==> src/logic/mem_types_pkg.sv <==
`default_nettype none

package mem_types_pkg;

    localparam int WORD_LEN = 32;                   // Extension rules assume 32 bits

    typedef logic [WORD_LEN-1:0] word_t;
    typedef logic [31:0]         addr_t;            // Byte address
    typedef logic [7:0]          byte_t;            // One memory cell

    // Fourth code is left unnamed and always faults
    typedef enum logic [1:0] {
        SIZE_BYTE = 2'b00,
        SIZE_HALF = 2'b01,
        SIZE_WORD = 2'b10
    } access_size_e;

    typedef struct packed {
        logic         valid;
        logic         write;                        // 1 store, 0 load
        access_size_e size;
        logic         is_unsigned;                  // Zero-extend loads
        addr_t        addr;
        word_t        wdata;
    } mem_req_t;

    typedef struct packed {
        logic  valid;
        logic  fault;
        word_t rdata;                               // Zero for stores and faults
    } mem_rsp_t;

    // Bytes touched by an access, illegal size counted as one byte
    function automatic logic [2:0] size_len(access_size_e size);
        logic [2:0] len;
        case (size)
            SIZE_HALF: len = 3'd2;
            SIZE_WORD: len = 3'd4;
            default:   len = 3'd1;
        endcase
        return len;
    endfunction

endpackage

`default_nettype wire

==> src/logic/mem_csr_pkg.sv <==
`default_nettype none

package mem_csr_pkg;

    import mem_types_pkg::*;

    // Register map of the configuration port
    typedef enum logic [1:0] {
        CSR_CTRL        = 2'd0,
        CSR_FAULT_ADDR  = 2'd1,                     // Read-only
        CSR_FAULT_COUNT = 2'd2                      // Write clears
    } csr_addr_e;

    typedef struct packed {
        logic strict_align;                         // Misaligned access faults when set
    } csr_ctrl_t;

    typedef struct packed {
        logic  pulse;                               // High in the faulting request cycle
        addr_t addr;
    } fault_info_t;

endpackage

`default_nettype wire

==> src/logic/mem_csr.sv <==
`default_nettype none

module mem_csr
    import mem_types_pkg::*;
    import mem_csr_pkg::*;
(
    input  wire logic        i_clk,
    input  wire logic        i_rst,
    input  wire logic        i_cfg_we,
    input  wire csr_addr_e   i_cfg_addr,
    input  wire word_t       i_cfg_wdata,
    input  wire fault_info_t i_fault_info,
    output csr_ctrl_t        o_ctrl,
    output word_t            o_cfg_rdata
);

    csr_ctrl_t ctrl_q;
    addr_t     fault_addr_q;                        // Address of the last fault
    word_t     fault_count_q;
    logic      count_clear;

    assign count_clear = i_cfg_we && (i_cfg_addr == CSR_FAULT_COUNT);

    always_ff @(posedge i_clk) begin
        if (i_rst) begin
            ctrl_q <= '0;
        end else if (i_cfg_we && (i_cfg_addr == CSR_CTRL)) begin
            ctrl_q.strict_align <= i_cfg_wdata[0];
        end
    end

    always_ff @(posedge i_clk) begin
        if (i_rst) begin
            fault_addr_q <= '0;
        end else if (i_fault_info.pulse) begin
            fault_addr_q <= i_fault_info.addr;
        end
    end

    always_ff @(posedge i_clk) begin
        if (i_rst) begin
            fault_count_q <= '0;
        end else if (i_fault_info.pulse) begin
            if (count_clear) begin
                fault_count_q <= 32'd1;             // Fault wins over a clear
            end else if (fault_count_q != '1) begin
                fault_count_q <= fault_count_q + 32'd1;
            end
        end else if (count_clear) begin
            fault_count_q <= '0;
        end
    end

    // Read mux has no side effects
    always_comb begin
        case (i_cfg_addr)
            CSR_CTRL:        o_cfg_rdata = {31'b0, ctrl_q.strict_align};
            CSR_FAULT_ADDR:  o_cfg_rdata = fault_addr_q;
            CSR_FAULT_COUNT: o_cfg_rdata = fault_count_q;
            default:         o_cfg_rdata = '0;
        endcase
    end

    assign o_ctrl = ctrl_q;

    // Only a clear may bring the counter down
    count_monotonic: assert property (@(posedge i_clk) disable iff (i_rst)
        !count_clear |=> (fault_count_q >= $past(fault_count_q)))
        else $error("mem_csr: fault counter decreased without a clear");

endmodule

`default_nettype wire

==> config.mk <==
export PLATFORM = sky130hd
export DESIGN_NAME = mem_csr
export DESIGN_NICKNAME = d
export VERILOG_FILES = /design/src/logic/mem_types_pkg.sv /design/src/logic/mem_csr_pkg.sv /design/src/logic/mem_csr.sv
export SDC_FILE = /design/constraint.sdc
export NUM_CORES = 1
export LEC_CHECK = 0
export ABC_AREA = 1
export CORE_AREA = 8 8 91 93
export DETAILED_ROUTE_END_ITERATION = 8
export DIE_AREA = 0 0 99 101
export DONT_BUFFER_PORTS = 1
export HOLD_SLACK_MARGIN = 0.05
export PLACE_DENSITY_LB_ADDON = 0.1
export SYNTH_ARGS = -nofsm -noshare
export SYNTH_HDL_FRONTEND = slang
export SYNTH_SLANG_ARGS = --single-unit
==> constraint.sdc <==
create_clock -name i_clk -period 1.7 [get_ports i_clk]
set_input_delay 0.085 -clock i_clk [delete_from_list [all_inputs] [get_ports i_clk]]
set_output_delay 0.085 -clock i_clk [all_outputs]
set_load 0.03 [all_outputs]
; ---- Yosys cells after proc, flatten, opt, wreduce, memory -nomap -nowiden
; Index checks and enable logic that the tools add are counted.
[totals]
ff_bits = 65
in_bits = 70
out_inout_bits = 33
word_cells = 18
[classes]
add_sub_neg = 1
eq_ne = 3
mux = 5
n_reduce_logical = 6
[op_table]
columns = op, n
row1 = two-way mux 32 bit, 4
row2 = case mux 32 bit (3 select lines), 1
row3 = adder 32 x 1 -> 32 bit (second input constant), 1
row4 = != test 32 bit (second input constant), 1
row5 = nonzero test 2 bit, 2
row6 = equality test 2 x 1 -> 1 bit (second input constant), 1
row7 = equality test 2 bit (second input constant), 1
row8 = logical AND 1 bit, 2
row9 = logical NOT 2 bit, 1
row10 = AND reduction 2 bit, 1

; ---- Depth between registers and ports, before layout
[depth]
depth_word = 4
ltp_mapped = 10
depth_no_buf = 10

; ---- Worst setup path after synthesis
; No wires, ideal clock.
[synth_path]
path_type = flip-flop to flip-flop
from = register fault_count_q[0]
to = register fault_count_q[29]
setup_ns = 0.069
arrival_ns = 1.655
required_time_ns = 1.631
slack_ns = -0.024
stages_incl_launch_ff = 11
path_buffers = 1
synth_period_minus_slack_ns = 1.724
path_cell_list = dfxtp_1 > ha_1 > nand2_1 > nor2_2 > nand2_4 > nor2_8 > nand3_4 > nand2_4 > buf_8 > nand2_1 > a21oi_2
[synth_via]
elab_chain_len = 4
elab_cells_between_ends = 7
cone_classes = add/sub: 1 / eq/ne: 1 / mux: 3 / reduce/logical: 2
[synth_lines]
columns = element, line_no
row1 = from (decl), mem_csr.sv:19  ; word_t fault_count_q;
row2 = from (signal assigned), mem_csr.sv:47  ; fault_count_q <= fault_count_q + 32'd1;
row3 = adder 32 x 1 -> 32 bit, mem_csr.sv:47
row4 = two-way mux 32 bit, mem_csr.sv:46  ; end else if (fault_count_q != '1) begin
row5 = two-way mux 32 bit, mem_csr.sv:44  ; if (count_clear) begin
row6 = two-way mux 32 bit, mem_csr.sv:43  ; end else if (i_fault_info.pulse) begin
; Parallel ways exist; a longest one is shown, timed or not. The select of a mux whose other input is x is not followed.
; A chain may end at the register's enable or synchronous reset.

; ---- Final worst setup path
[layout_path]
from = register fault_count_q[1]
to = register fault_count_q[2]
; Same word-level chain as after synthesis.

==> flow_summary.yaml <==
placement:
  gp_congestion: 0.955
  hpwl_mm: 8.83
  dp.cells: 734
  dp_slack_ns: -0.0439
  port_buffers: 0
yosys:
  yosys-top-cells-area: "dfxtp_1 (35%), nand2_1 (12%), nor2_1 (11%), nand3_1 (9.7%), o21ai_0 (9.7%)"
  synth_edf_count: 0
  ys_async_sr_fraction_pct: 0
  ys_types: 28
  ys_seq_area_share_pct: 34.6
  synth_cells: 609
  synth_largest_area_cell: "dfxtp_1"
  netlist_area_um2: 3760
  ys.warnings.count: 0
  post-synth-top-count-cell: "nand2_1"
  synth_nets: 680
  synth_top_area_share_pct: 34.6
  postSynthAreaPerCell_um2: 6.17
  synth-main-ff-cell: "dfxtp_1"
  synthTopCellsByCount: "nand2_1 (116), nor2_1 (115), nand3_1 (73), o21ai_0 (73), dfxtp_1 (65)"
  ys_ff_latch: 65
die:
  ios: 103
  start_util_pct: 54.2
  die-area_um2: 10000
  fp.dieW_um: 99
  num_rows: 31
  core-area_um2: 6940
  fp.dieH_um: 101
cells_and_area:
  antenna_cells: 0
  final_cells: 788
  post-route-util_pct: 71.7
  drive_gt1_share_pct: 18.7
  area_growth_pct: 32.4
  num-fill-cells: 590
  final_nets: 772
routing:
  avgViaCountPerCell: 5.55
  ant_nets: 0
  topRoutingLayerUsed: "met4"
  num_vias: 4371
  met1_length_mm: 5.23
  dr.first_iter.drc_count: 278
  drt_pre_antenna_iters: 6
  avgRoutedWirePerCell_um: 16.4
  routed-wl-met2_mm: 6.25
  met3_length_um: 919
  drc: 0
  wl_mm: 13.0
clock_tree:
  root_buffer: "clkbuf_8"
  cts_tree: "done"
  insertion_delay_ns: 0.36
  htreeDepth: 3
  clockBufferDepth: 2
  clk_pin_slew_ns: 0.08
  cts_buffers: 9
  cts_sinks: 65
worst_setup_path:
  worstPathMaxFanout: 5
  path_class: "reg -> reg"
  cp-start-kind: "register"
  cp.required_ns: 2.00
  worstSetupEndpointType: "register"
  crit_arrival_ns: 1.92
global_routing:
  grt_use_total_pct: 26.4
  grt_overflow: 0
  grt_max_degree: 48
  grt_pass1_vias: 4257
  grt_pass1_wl_mm: 20.9
  antenna_found_initial: 0
timing:
  period_share_pct: 95.7
  drv_slew: 0
  tightest_slew_ns: 0.744
  clock_skew_ns: 0.00448
  worst_hold_slack_ns: 0.0739
  setup_ws_ns: 0.0733
  setup_viol: 0
  tns_ns: 0
  min_period_ns: 1.63
  finalHoldViolations: 0
  timing.fmax_mhz: 615
  max-slew-margin-rel_pct: 50.4
  rsz0062_at_grt: "true"
job:
  max-cap-violations: 0
min_path:
  hold_class: "in -> reg"
pwr:
  ir_drop_mv: 0.683
  p_leak_nw: 2.04
  p_seq_share_pct: 45.3
  power.density_nw_per_um2: 712
  cellInternalPower_mw: 2.57
  clockPowerShare_pct: 42.9
  p_sw_share_pct: 27.4
  share_comb_of_total_power_pct: 11.8
  power_switching_mw: 0.972
outcome:
  status: "finished clean"
-- flip-flops by register name, indices dropped and copies added, names as in the netlist --
name           cells
fault_addr_q      32
fault_count_q     32
o_ctrl             1
-- placed cells by master (no fill, tap or decap), types with 2 or more instances in the layout --
master / netlist / routed
nand2_1: 116 / 112
nor2_1: 115 / 108
nand3_1: 73 / 72
buf_4: 0 / 71
o21ai_0: 73 / 70
dfxtp_1: 65 / 61
inv_1: 62 / 58
dlygate4sd3_1: 0 / 36
a21oi_1: 26 / 26
nand4_1: 18 / 18
nand2_2: 7 / 9
clkbuf_8: 0 / 9
nor2_2: 2 / 7
a21oi_2: 6 / 6
inv_2: 1 / 5
nor3_1: 4 / 4
dfxtp_2: 0 / 4
nor2_4: 1 / 3
nand2_4: 2 / 3
o21ai_1: 0 / 3
nand3_4: 1 / 2
bufinv_16: 0 / 2
clkinv_4: 0 / 2
buf_6: 0 / 2
-- per-stage QoR --
step / area [um^2] / total power [mW]
floorplan: 3760 / 1.88
global placement: 4280 / 1.94
finish: 4980 / 3.55
detailed placement: 4280 / 1.95
global route: 4980 / 3.66
CTS: 4910 / 3.52
-- cells by family after synthesis --
| logic type | synth area share, % |
|---|---|
| AOI/OAI and AO/OA | 15.0 |
| xor gates and xnor gates | 0.233 |
| adders and majority gates | 0.333 |
| buffers and inverters | 9.72 |
| DFF | 34.6 |
| and+or+nand+nor | 40.1 |
-- worst paths after layout --
check,start,endpoint,slack [ns],cells after the start
setup / recovery,fault_count_q[1]$_SDFFE_PP0P_,fault_count_q[2]$_SDFFE_PP0P_,0.07,10
hold / removal,i_fault_info[32],fault_count_q[21]$_SDFFE_PP0P_,0.07,4
setup reg to reg,fault_count_q[1]$_SDFFE_PP0P_,fault_count_q[2]$_SDFFE_PP0P_,0.07,10
hold reg to reg,fault_count_q[16]$_SDFFE_PP0P_,fault_count_q[16]$_SDFFE_PP0P_,0.50,2
-- power groups by stage --
| stage | Combinational [mW] | Sequential (mW) | Clock, mW |
|---|---|---|---|
| after floorplan | 0.244 | 1.64 | 0 |
| after global placement | 0.304 | 1.64 | 0 |
| after detailed placement | 0.310 | 1.64 | 0 |
| after CTS | 0.406 | 1.61 | 1.51 |
| after global routing | 0.454 | 1.61 | 1.60 |
| final | 0.419 | 1.61 | 1.52 |
-- what timing repair did --
item | 4_1_cts | 5_1_grt
pin swaps | 0 | 8
hold endpoints to repair | 54 | 0
buffers inserted | 1 | 0
hold buffers | 37 | 0
setup endpoints to repair | 21 | 31
cloned | 0 | 0
gates resized for setup | 6 | 26
-- per-layer routing --
metal	vias up	GRT usage [%]
li1	2163	-
met1	2008	30.4
met2	163	44.2
met3	37	5.46
met4	0	16.4
met5	-	0
-- critical path: stages (launching register included) --
cell	delay, ns
dfxtp_2	0.36
ha_4	0.17
nand2_4	0.06
nor2_4	0.15
nand2_4	0.09
nor2_8	0.13
nand3_4	0.13
nand2_4	0.11
buf_4	0.13
o21ai_0	0.08
a21oi_1	0.16
-- layout make-up --
class / count / area [um^2] / area share, %
Inverter: 64 / 240 / 4.83
Sequential cell: 65 / 1310 / 26.2
Multi-Input combinational cell: 451 / 2170 / 43.7
Clock buffer: 10 / 128 / 2.56
Tap cell: 82 / 103 / 2.06
Clock inverter: 6 / 91.3 / 1.83
Timing Repair Buffer: 110 / 936 / 18.8
No activity file was read; power rests on OpenSTA's default activity.
