$ cat config.mk
export PLATFORM = sky130hd
export DESIGN_NAME = load_extender
export DESIGN_NICKNAME = d
export VERILOG_FILES = /design/src/logic/mem_types_pkg.sv /design/src/logic/load_extender.sv
export SDC_FILE = /design/constraint.sdc
export NUM_CORES = 1
export LEC_CHECK = 0
export BUFFER_PORTS_ARGS = -buffer_cell sky130_fd_sc_hd__buf_2
export CORE_MARGIN = 2
export CORE_UTILIZATION = 28
export DETAILED_ROUTE_END_ITERATION = 6
export GPL_TIMING_DRIVEN = 1
export PLACE_DENSITY = 0.79
export SLEW_MARGIN = 20
export SYNTH_ARGS = -nofsm -noshare
export SYNTH_HDL_FRONTEND = slang
export SYNTH_SLANG_ARGS = --single-unit
$ cat constraint.sdc
create_clock -name vclk -period 1
set_input_delay 0.05 -clock vclk [all_inputs]
set_output_delay 0.05 -clock vclk [all_outputs]
set_load 0.1 [all_outputs]
$ cat src/logic/mem_types_pkg.sv
`default_nettype none

package mem_types_pkg;

    localparam int WORD_LEN = 32;                   // Extension rules assume 32 bits

    typedef logic [WORD_LEN-1:0] word_t;
    typedef logic [31:0]         addr_t;            // Byte address
    typedef logic [7:0]          byte_t;            // One memory cell

    // Fourth code is left unnamed and always faults
    typedef enum logic [1:0] {
        SIZE_BYTE = 2'b00,
        SIZE_HALF = 2'b01,
        SIZE_WORD = 2'b10
    } access_size_e;

    typedef struct packed {
        logic         valid;
        logic         write;                        // 1 store, 0 load
        access_size_e size;
        logic         is_unsigned;                  // Zero-extend loads
        addr_t        addr;
        word_t        wdata;
    } mem_req_t;

    typedef struct packed {
        logic  valid;
        logic  fault;
        word_t rdata;                               // Zero for stores and faults
    } mem_rsp_t;

    // Bytes touched by an access, illegal size counted as one byte
    function automatic logic [2:0] size_len(access_size_e size);
        logic [2:0] len;
        case (size)
            SIZE_HALF: len = 3'd2;
            SIZE_WORD: len = 3'd4;
            default:   len = 3'd1;
        endcase
        return len;
    endfunction

endpackage

`default_nettype wire

$ cat src/logic/load_extender.sv
`default_nettype none

module load_extender
    import mem_types_pkg::*;
(
    input  wire word_t        i_window,
    input  wire access_size_e i_size,
    input  wire logic         i_unsigned,
    input  wire logic         i_load_ok,
    output word_t             o_rdata
);

    logic  sign;
    word_t ext_data;

    always_comb begin
        sign     = 1'b0;
        ext_data = i_window;                        // Word keeps all four bytes
        case (i_size)
            SIZE_BYTE: begin
                sign     = i_window[7] && !i_unsigned;
                ext_data = {{24{sign}}, i_window[7:0]};
            end
            SIZE_HALF: begin
                sign     = i_window[15] && !i_unsigned;
                ext_data = {{16{sign}}, i_window[15:0]};
            end
            default: begin
                ext_data = i_window;
            end
        endcase
    end

    // Stores and faulted loads return zero
    assign o_rdata = i_load_ok ? ext_data : '0;

endmodule

`default_nettype wire

==> reports/metrics.yaml, run 1 <==
outcome:
  status: "aborted with a tool error"
  lastStage: "detailed placement"
  tool.error: "[ERROR DPL-0038] Utilization greater than 100%, impossible to legalize"
logic_synthesis:
  syn_inst: 69
  yosys.area.top_type: "o21ai_1"
  yosysTopAreaCellShare_pct: 22.6
  synthDistinctLibCells: 11
  yosysMostFrequentCell: "o21ai_1"
  synth_commonest_cells: "o21ai_1, nand3_1, a21boi_2, and2_1"
  syn_nets: 105
  yosysWarningCount: 0
  synth-seq-area-share_pct: 0
  syn_area_um2: 443
  syn_avg_cell_area_um2: 6.42
  synth_area_leaders: "o21ai_1, a21boi_2, nand3_1"
placed_design:
  portBuffers: 68
  place.gp.congestion: 0.718
floorplan:
  num_io_pins: 68
  die_height_um: 43.8
  dieWidth_um: 43.8
  start_util_pct: 29.7
  rows: 14
[per-stage QoR]
step | cell area, um^2 | hold slack, ns | TNS, ns | worst slack, ns | instances
after floorplan | 741 | 0.318 | -9.70 | -0.484 | 69
after global placement | 1590 | 0.493 | -4.61 | -0.292 | 153
[cells by family after synthesis]
kind of cell | after synthesis | synth area share (%)
muxes | 1 | 3.11
AOI/OAI and AO/OA | 32 | 47.5
buffers and inverters | 10 | 14.4
and+or+nand+nor | 26 | 35.0
==> run 2, diff against run 1 <==
Settings changed: CORE_AREA set to 2 2 63 65, CORE_MARGIN 2 to not set, CORE_UTILIZATION 28 to not set, DIE_AREA set to 0 0 65 67, PLACE_DENSITY 0.79 to not set, PLACE_DENSITY_LB_ADDON set to 0.15.
Clock period 1 ns to 1.3 ns, I/O delays scaled along.
==> reports/metrics.yaml, run 2 <==
outcome:
  status: "completed"
flow_run:
  cap_violations: 0
logic_synthesis:
  synth_area_leaders: "o21ai_1, a21boi_2, nand3_1"
  synth-seq-area-share_pct: 0
  yosysTopAreaCellShare_pct: 22.6
  yosys.area.top_type: "o21ai_1"
  yosysWarningCount: 0
  yosysMostFrequentCell: "o21ai_1"
  synthDistinctLibCells: 11
  syn_area_um2: 443
  syn_avg_cell_area_um2: 6.42
  syn_inst: 69
  syn_nets: 105
  synth_commonest_cells: "o21ai_1, nand3_1, a21boi_2, and2_1"
floorplan:
  start_util_pct: 12.3
  die_height_um: 67
  core_um2: 3610
  num_io_pins: 68
  rows: 22
  dieWidth_um: 65
  die-area_um2: 4360
placed_design:
  portBuffers: 68
  place.gp.congestion: 0.639
  dp_hpwl_um: 1960
drt:
  vias: 795
  drtPass1Iterations: 4
  final_antenna_net_count: 0
  top_layer: "met3"
  dr_wl_met2_um: 1300
  wl_met3_um: 180
  wl_per_cell_um: 13.0
  totalWireLength_um: 2390
  drt-initial-drc-count: 27
  vias_per_cell: 4.32
  wl_met1_um: 912
  drc_errors: 0
worst_hold_path:
  holdCritPathClass: "in -> out"
sta:
  totalNegativeSetupSlack_ns: 0
  rsz0062_at_grt: "yes"
  finalHoldViolCount: 0
  slew_headroom_pct: 76.3
  tightest_slew_ns: 0.351
  finalCritPeriodShare_pct: 99.7
  finalCriticalPeriod_ns: 1.30
  setup_viol: 0
  max_freq_ghz: 0.772
  drv_slew: 0
global_routing:
  grt_pass1_wl_um: 3910
  grt-ovfl-total: 0
  antenna_found_initial: 0
  grt_max_degree: 33
  grt_use_total_pct: 10.9
  grt_pass1_vias: 840
final_layout:
  final_core_util_pct: 43.6
  syn2layout_area_growth_pct: 255
  clock_buffers: 0
  final_cell_mix: "buf_2, buf_12, nand3_1"
  layout.nets: 174
  regArea_um2: 0
  antennaDiodeCount: 0
  seq_cells: 0
  layout-drive-gt1-share_pct: 76.5
worst_setup_path:
  worst_ep_required_time_ns: 1.24
  worstPathArrival_ns: 1.23
  start_kind: "input port"
  crit_path_end_kind: "output pin"
  worstSetupPathType: "in -> out"
  path_max_fanout: 8
power_and_ir_drop:
  p_per_area_nw_per_um2: 636
  power_leakage_nw: 0.664
  peakVddDrop_uv: 225
==> run 2: cell counts after synthesis <==
No cell type changed its count.
==> run 2: routing by layer <==
layer  vias up  GRT usage (%)
li1        388              -
met1       372           11.7
met2        35           22.9
met3         0           1.86
met4         0              0
met5         -              0
==> run 2: cell type report <==
| type | count | area, um^2 |
|---|---|---|
| fillers | 337 | 2030 |
| repair buffers | 77 | 930 |
| multi-input cells | 59 | 583 |
| well taps | 48 | 60.1 |
==> run 2: stage by stage <==
step | setup WS (ns) | cells | power [mW] | instance area (um^2) | hold slack (ns)
2_1_floorplan | -0.211 | 69 | 0.633 | 672 | 0.348
3_3_place_gp | -0.290 | 181 | 0.972 | 1510 | 0.538
3_5_place_dp | -0.340 | 181 | 0.981 | 1510 | 0.541
4_1_cts | -0.00445 | 184 | 1.01 | 1570 | 0.541
5_1_grt | -0.0237 | 184 | 1.04 | 1570 | 0.555
6_report | 0.00419 | 184 | 1.00 | 1570 | 0.538
==> run 2: path summary, 6_finish.rpt <==
path  slack (ns)  cells past startpoint         start          end
max        0.004                      4     i_size[0]  o_rdata[13]
min         0.54                      4  i_window[20]  o_rdata[20]
==> run 2: kinds of logic after synthesis <==
group	Yosys count	synth area share, %
mux	1	3.11
simple gates	26	35.0
buf+inv	10	14.4
compound gates	32	47.5
==> run 2: report_power, final <==
| part | total, mW | internal, mW | switching (mW) |
|---|---|---|---|
| registers | 0 | 0 | 0 |
| logic | 1.00 | 0.367 | 0.634 |
| clock network | 0 | 0 | 0 |
| total | 1.00 | 0.367 | 0.634 |
==> run 2: timing repair <==
item / CTS / global route
hold buffers: 0 / 0
hold endpoints to repair: 0 / 0
gates resized for setup: 3 / 1
setup endpoints to repair: 24 / 16
pin swaps: 10 / 0
buffers inserted: 3 / 0
==> run 2: critical path, cell delays in order <==
cell,delay (ns)
buf_8,0.09
or4b_4,0.67
a21boi_4,0.21
buf_12,0.19
No activity file was read; power rests on OpenSTA's default activity.
==> run 3, diff against run 2 <==
Clock period 1.3 ns to 1.25 ns, I/O delays scaled along.
==> reports/metrics.yaml, run 3 (synthesis gave the netlist of run 2 again) <==
final_layout:
  layout-drive-gt1-share_pct: 76.3
  antennaDiodeCount: 0
  regArea_um2: 0
  fin_area_um2: 1560
  clock_buffers: 0
  final_cell_mix: "buf_2, buf_12, nand3_1"
  multi_input_area_um2: 583
  syn2layout_area_growth_pct: 253
  final_core_util_pct: 43.3
  layout.nets: 173
  seq_cells: 0
  nFillCells: 373
global_routing:
  grt_pass1_vias: 798
  grt_pass1_wl_um: 3790
  grt_max_degree: 33
  antenna_found_initial: 0
  grt_use_total_pct: 10.8
  grt-ovfl-total: 0
sta:
  slew_headroom_pct: 76.5
  finalHoldViolCount: 0
  max_freq_ghz: 0.781
  setup_viol: 8
  totalNegativeSetupSlack_ns: -0.227
  tightest_slew_ns: 0.349
  finalCritPeriodShare_pct: 102
  fin_ws_ns: -0.0304
  finalCriticalPeriod_ns: 1.28
  drv_slew: 0
  rsz0062_at_grt: "yes"
worst_setup_path:
  worstPathArrival_ns: 1.22
  start_kind: "input port"
  worst_ep_required_time_ns: 1.19
  path_max_fanout: 8
  worstSetupPathType: "in -> out"
  crit_path_end_kind: "output pin"
placed_design:
  portBuffers: 68
  place.gp.congestion: 0.621
  dp_hpwl_um: 1950
  placed_area_um2: 1520
power_and_ir_drop:
  peakVddDrop_uv: 238
  power_leakage_nw: 0.657
  p_per_area_nw_per_um2: 662
drt:
  vias: 766
  wl_per_cell_um: 12.5
  drt-initial-drc-count: 16
  totalWireLength_um: 2290
  final_antenna_net_count: 0
  drc_errors: 0
  drtPass1Iterations: 2
  vias_per_cell: 4.19
floorplan:
  die-area_um2: 4360
  dieWidth_um: 65
  core_um2: 3610
  rows: 22
  start_util_pct: 12.3
  num_io_pins: 68
  die_height_um: 67
worst_hold_path:
  holdCritPathClass: "in -> out"
outcome:
  violations: "setup timing"
  status: "finished with violations"
flow_run:
  cap_violations: 0
==> run 3: path summary, 6_finish.rpt <==
path,start,to,slack [ns],cells past startpoint
min,i_window[31],o_rdata[31],0.54,4
max,i_size[0],o_rdata[14],-0.03,4
==> run 3: metal layers <==
metal  share of wire [%]  GRT usage [%]  wire [um]
met5                   0              0          0
met4                   0              0          0
met3                 8.2           2.03        188
met2                  55           21.1       1270
met1                  36           12.7        834
==> run 3: through the flow <==
stage | total power [mW] | setup WS [ns] | hold slack [ns] | cells
after floorplan | 0.658 | -0.256 | 0.343 | 69
after global routing | 1.07 | -0.0641 | 0.548 | 183
final | 1.03 | -0.0304 | 0.536 | 183
after detailed placement | 1.03 | -0.0904 | 0.539 | 181
after global placement | 1.02 | -0.0779 | 0.534 | 181
after CTS | 1.04 | -0.0401 | 0.539 | 183
==> run 3: repair_timing <==
action / 4_1_cts / 5_1_grt
gates resized for setup: 2 / 0
endpoints found under the hold margin: 0 / 0
pin swaps: 10 / 0
buffers inserted: 2 / 0
setup endpoints to repair: 16 / 8
hold buffers: 0 / 0
==> run 3: cell type report <==
class	count	area share [%]
Multi-Input combinational cell	59	37.3
Tap cell	48	3.85
Timing Repair Buffer	76	58.8
==> run 3: worst max-delay path, cell delays in order <==
cell and delay (ns):
buf_6 0.09, or4b_4 0.67, a21boi_4 0.20, buf_12 0.19
==> run 3: report_power, final <==
group          switching (mW)  leakage, nW  internal, mW
clock                       0            0             0
combinational           0.655        0.657         0.378
sequential                  0            0             0
==> run 4, diff against run 3 <==
Settings changed: ABC_AREA set to 1.
==> reports/metrics.yaml, run 4 <==
outcome:
  status: "completed"
placed_design:
  dp_hpwl_um: 1770
  placed_area_um2: 1440
  place.gp.congestion: 0.643
  portBuffers: 68
  place_ws_ns: 0.0414
sta:
  tightest_slew_ns: 0.357
  max_freq_ghz: 0.900
  setup_viol: 0
  rsz0062_at_grt: "no"
  drv_slew: 0
  fin_ws_ns: 0.138
  slew_headroom_pct: 76.0
  finalCritPeriodShare_pct: 88.9
  finalHoldViolCount: 0
  finalCriticalPeriod_ns: 1.11
  holdWs_ns: 0.489
floorplan:
  start_util_pct: 12.1
  dieWidth_um: 65
  num_io_pins: 68
  rows: 22
  die-area_um2: 4360
  core_um2: 3610
  die_height_um: 67
worst_hold_path:
  hold_depth: 4
  min_to: "o_rdata[4]"
  holdCritPathClass: "in -> out"
  worstHoldStart: "i_window[4]"
clock_network:
  postCtsSetupBuffers: 0
  ctsHoldBuffers: 0
  post_cts_resized: 0
worst_setup_path:
  cp_slowest_stage_delay_ns: 0.25
  cp_cell_sequence: "buf_2 > inv_4 > nand2_1 > nor2_8 > buf_4 > nor2_4 > buf_12"
  crit_start: "i_size[1]"
  path_buf_inv: 4
  worstSetupPathType: "in -> out"
  worstPathArrival_ns: 1.05
  crit_path_end_kind: "output pin"
  critPathTopFamily: "buffers and inverters"
  path_max_fanout: 14
  worst_ep_required_time_ns: 1.19
  path_depth: 7
  start_kind: "input port"
  crit_slowest_cell: "nor2_8"
logic_synthesis:
  yosysWarningCount: 0
  synth_top_family_by_area: "simple AND/OR/NAND/NOR gates"
  synth_commonest_cells: "nand2_1, o21ai_0, nor2_2"
  synthMuxAreaShare_pct: 0
  synth-simple-area-share_pct: 53.6
  yosysTopAreaCellShare_pct: 18.3
  syn_inst: 80
  yosys.area_share.xor_xnor_pct: 0
  synth_area_leaders: "o21ai_0, nand2_1, nor2_2"
  synth-seq-area-share_pct: 0
  yosysMostFrequentCell: "nand2_1"
  syn_avg_cell_area_um2: 5.46
  yosys.area.top_type: "o21ai_0"
  synthAdderAreaFrac_pct: 0
  syn_nets: 116
  synthDistinctLibCells: 14
  synth_compound_area_share_pct: 27.5
  syn_area_um2: 437
final_layout:
  fin_area_um2: 1490
  seq_cells: 0
  regArea_um2: 0
  multi_input_area_um2: 472
  nFillCells: 363
  clock_buffers: 0
  syn2layout_area_growth_pct: 241
  final_cell_mix: "buf_2, buf_12, nand2_1"
  layout.nets: 194
  layout_commonest_cell: "buf_2"
  antennaDiodeCount: 0
  layout-drive-gt1-share_pct: 67.3
global_routing:
  grt_pass1_vias: 671
  grt_use_total_pct: 8.49
  grt_max_degree: 19
  grt-ovfl-total: 0
  antenna_found_initial: 0
  grt_pass1_wl_um: 3020
drt:
  drc_errors: 0
  vias_per_cell: 3.81
  vias: 777
  totalWireLength_um: 2050
  drtPass1Iterations: 3
  wl_per_cell_um: 10.0
  drt-initial-drc-count: 13
  final_antenna_net_count: 0
power_and_ir_drop:
  peakVddDrop_uv: 231
  p_total_mw: 1.04
  power_leakage_nw: 0.716
  p_per_area_nw_per_um2: 698
flow_run:
  cap_violations: 0
run 4: cell count changes after synthesis, sizes merged, moves of 4 or more:
| cell | before | now |
|---|---|---|
| nand2 | 0 | 19 |
| clkbuf | 4 | 0 |
| inv | 0 | 12 |
| a21boi | 8 | 0 |
| and2 | 8 | 0 |
| nor2 | 0 | 19 |
| nand3 | 16 | 2 |
| a21oi | 0 | 8 |
| o21ai | 24 | 16 |
run 4: where the power goes:
group | internal [mW] | total (mW) | switching [mW] | leakage [nW]
clock | 0 | 0 | 0 | 0
combinational | 0.365 | 1.04 | 0.676 | 0.716
sequential | 0 | 0 | 0 | 0
total | 0.365 | 1.04 | 0.676 | 0.716
run 4: area by class of cell:
cell class                 instances  share of cell area (%)
tap                               48                    4.03
multi-input combinational         64                    31.7
inverter                          12                    3.19
timing repair buffer              80                    61.1
run 4: how the worst max path moves through the flow:
stage                       end
floorplan           o_rdata[16]
global placement    o_rdata[16]
detailed placement  o_rdata[18]
CTS                 o_rdata[18]
global route        o_rdata[23]
finish              o_rdata[23]
run 4: logic make-up after synthesis:
| group | after synthesis |
|---|---|
| buf+inv | 16 |
| compound gates | 24 |
| simple gates | 40 |
run 4: stage by stage:
step           instances  TNS (ns)  util (%)
2_1_floorplan         80     -4.80         -
3_3_place_gp         197         0      39.9
3_5_place_dp         197         0      39.9
4_1_cts              197         0      39.9
5_1_grt              204         0      41.3
6_report             204         0      41.3
run 4: layer usage:
metal | vias up | track usage, % | wire [um]
met5 | - | 0 | 0
met4 | 0 | 0 | 0
met3 | 0 | 2.70 | 254
met2 | 43 | 16.6 | 1040
met1 | 332 | 9.40 | 749
li1 | 402 | - | -
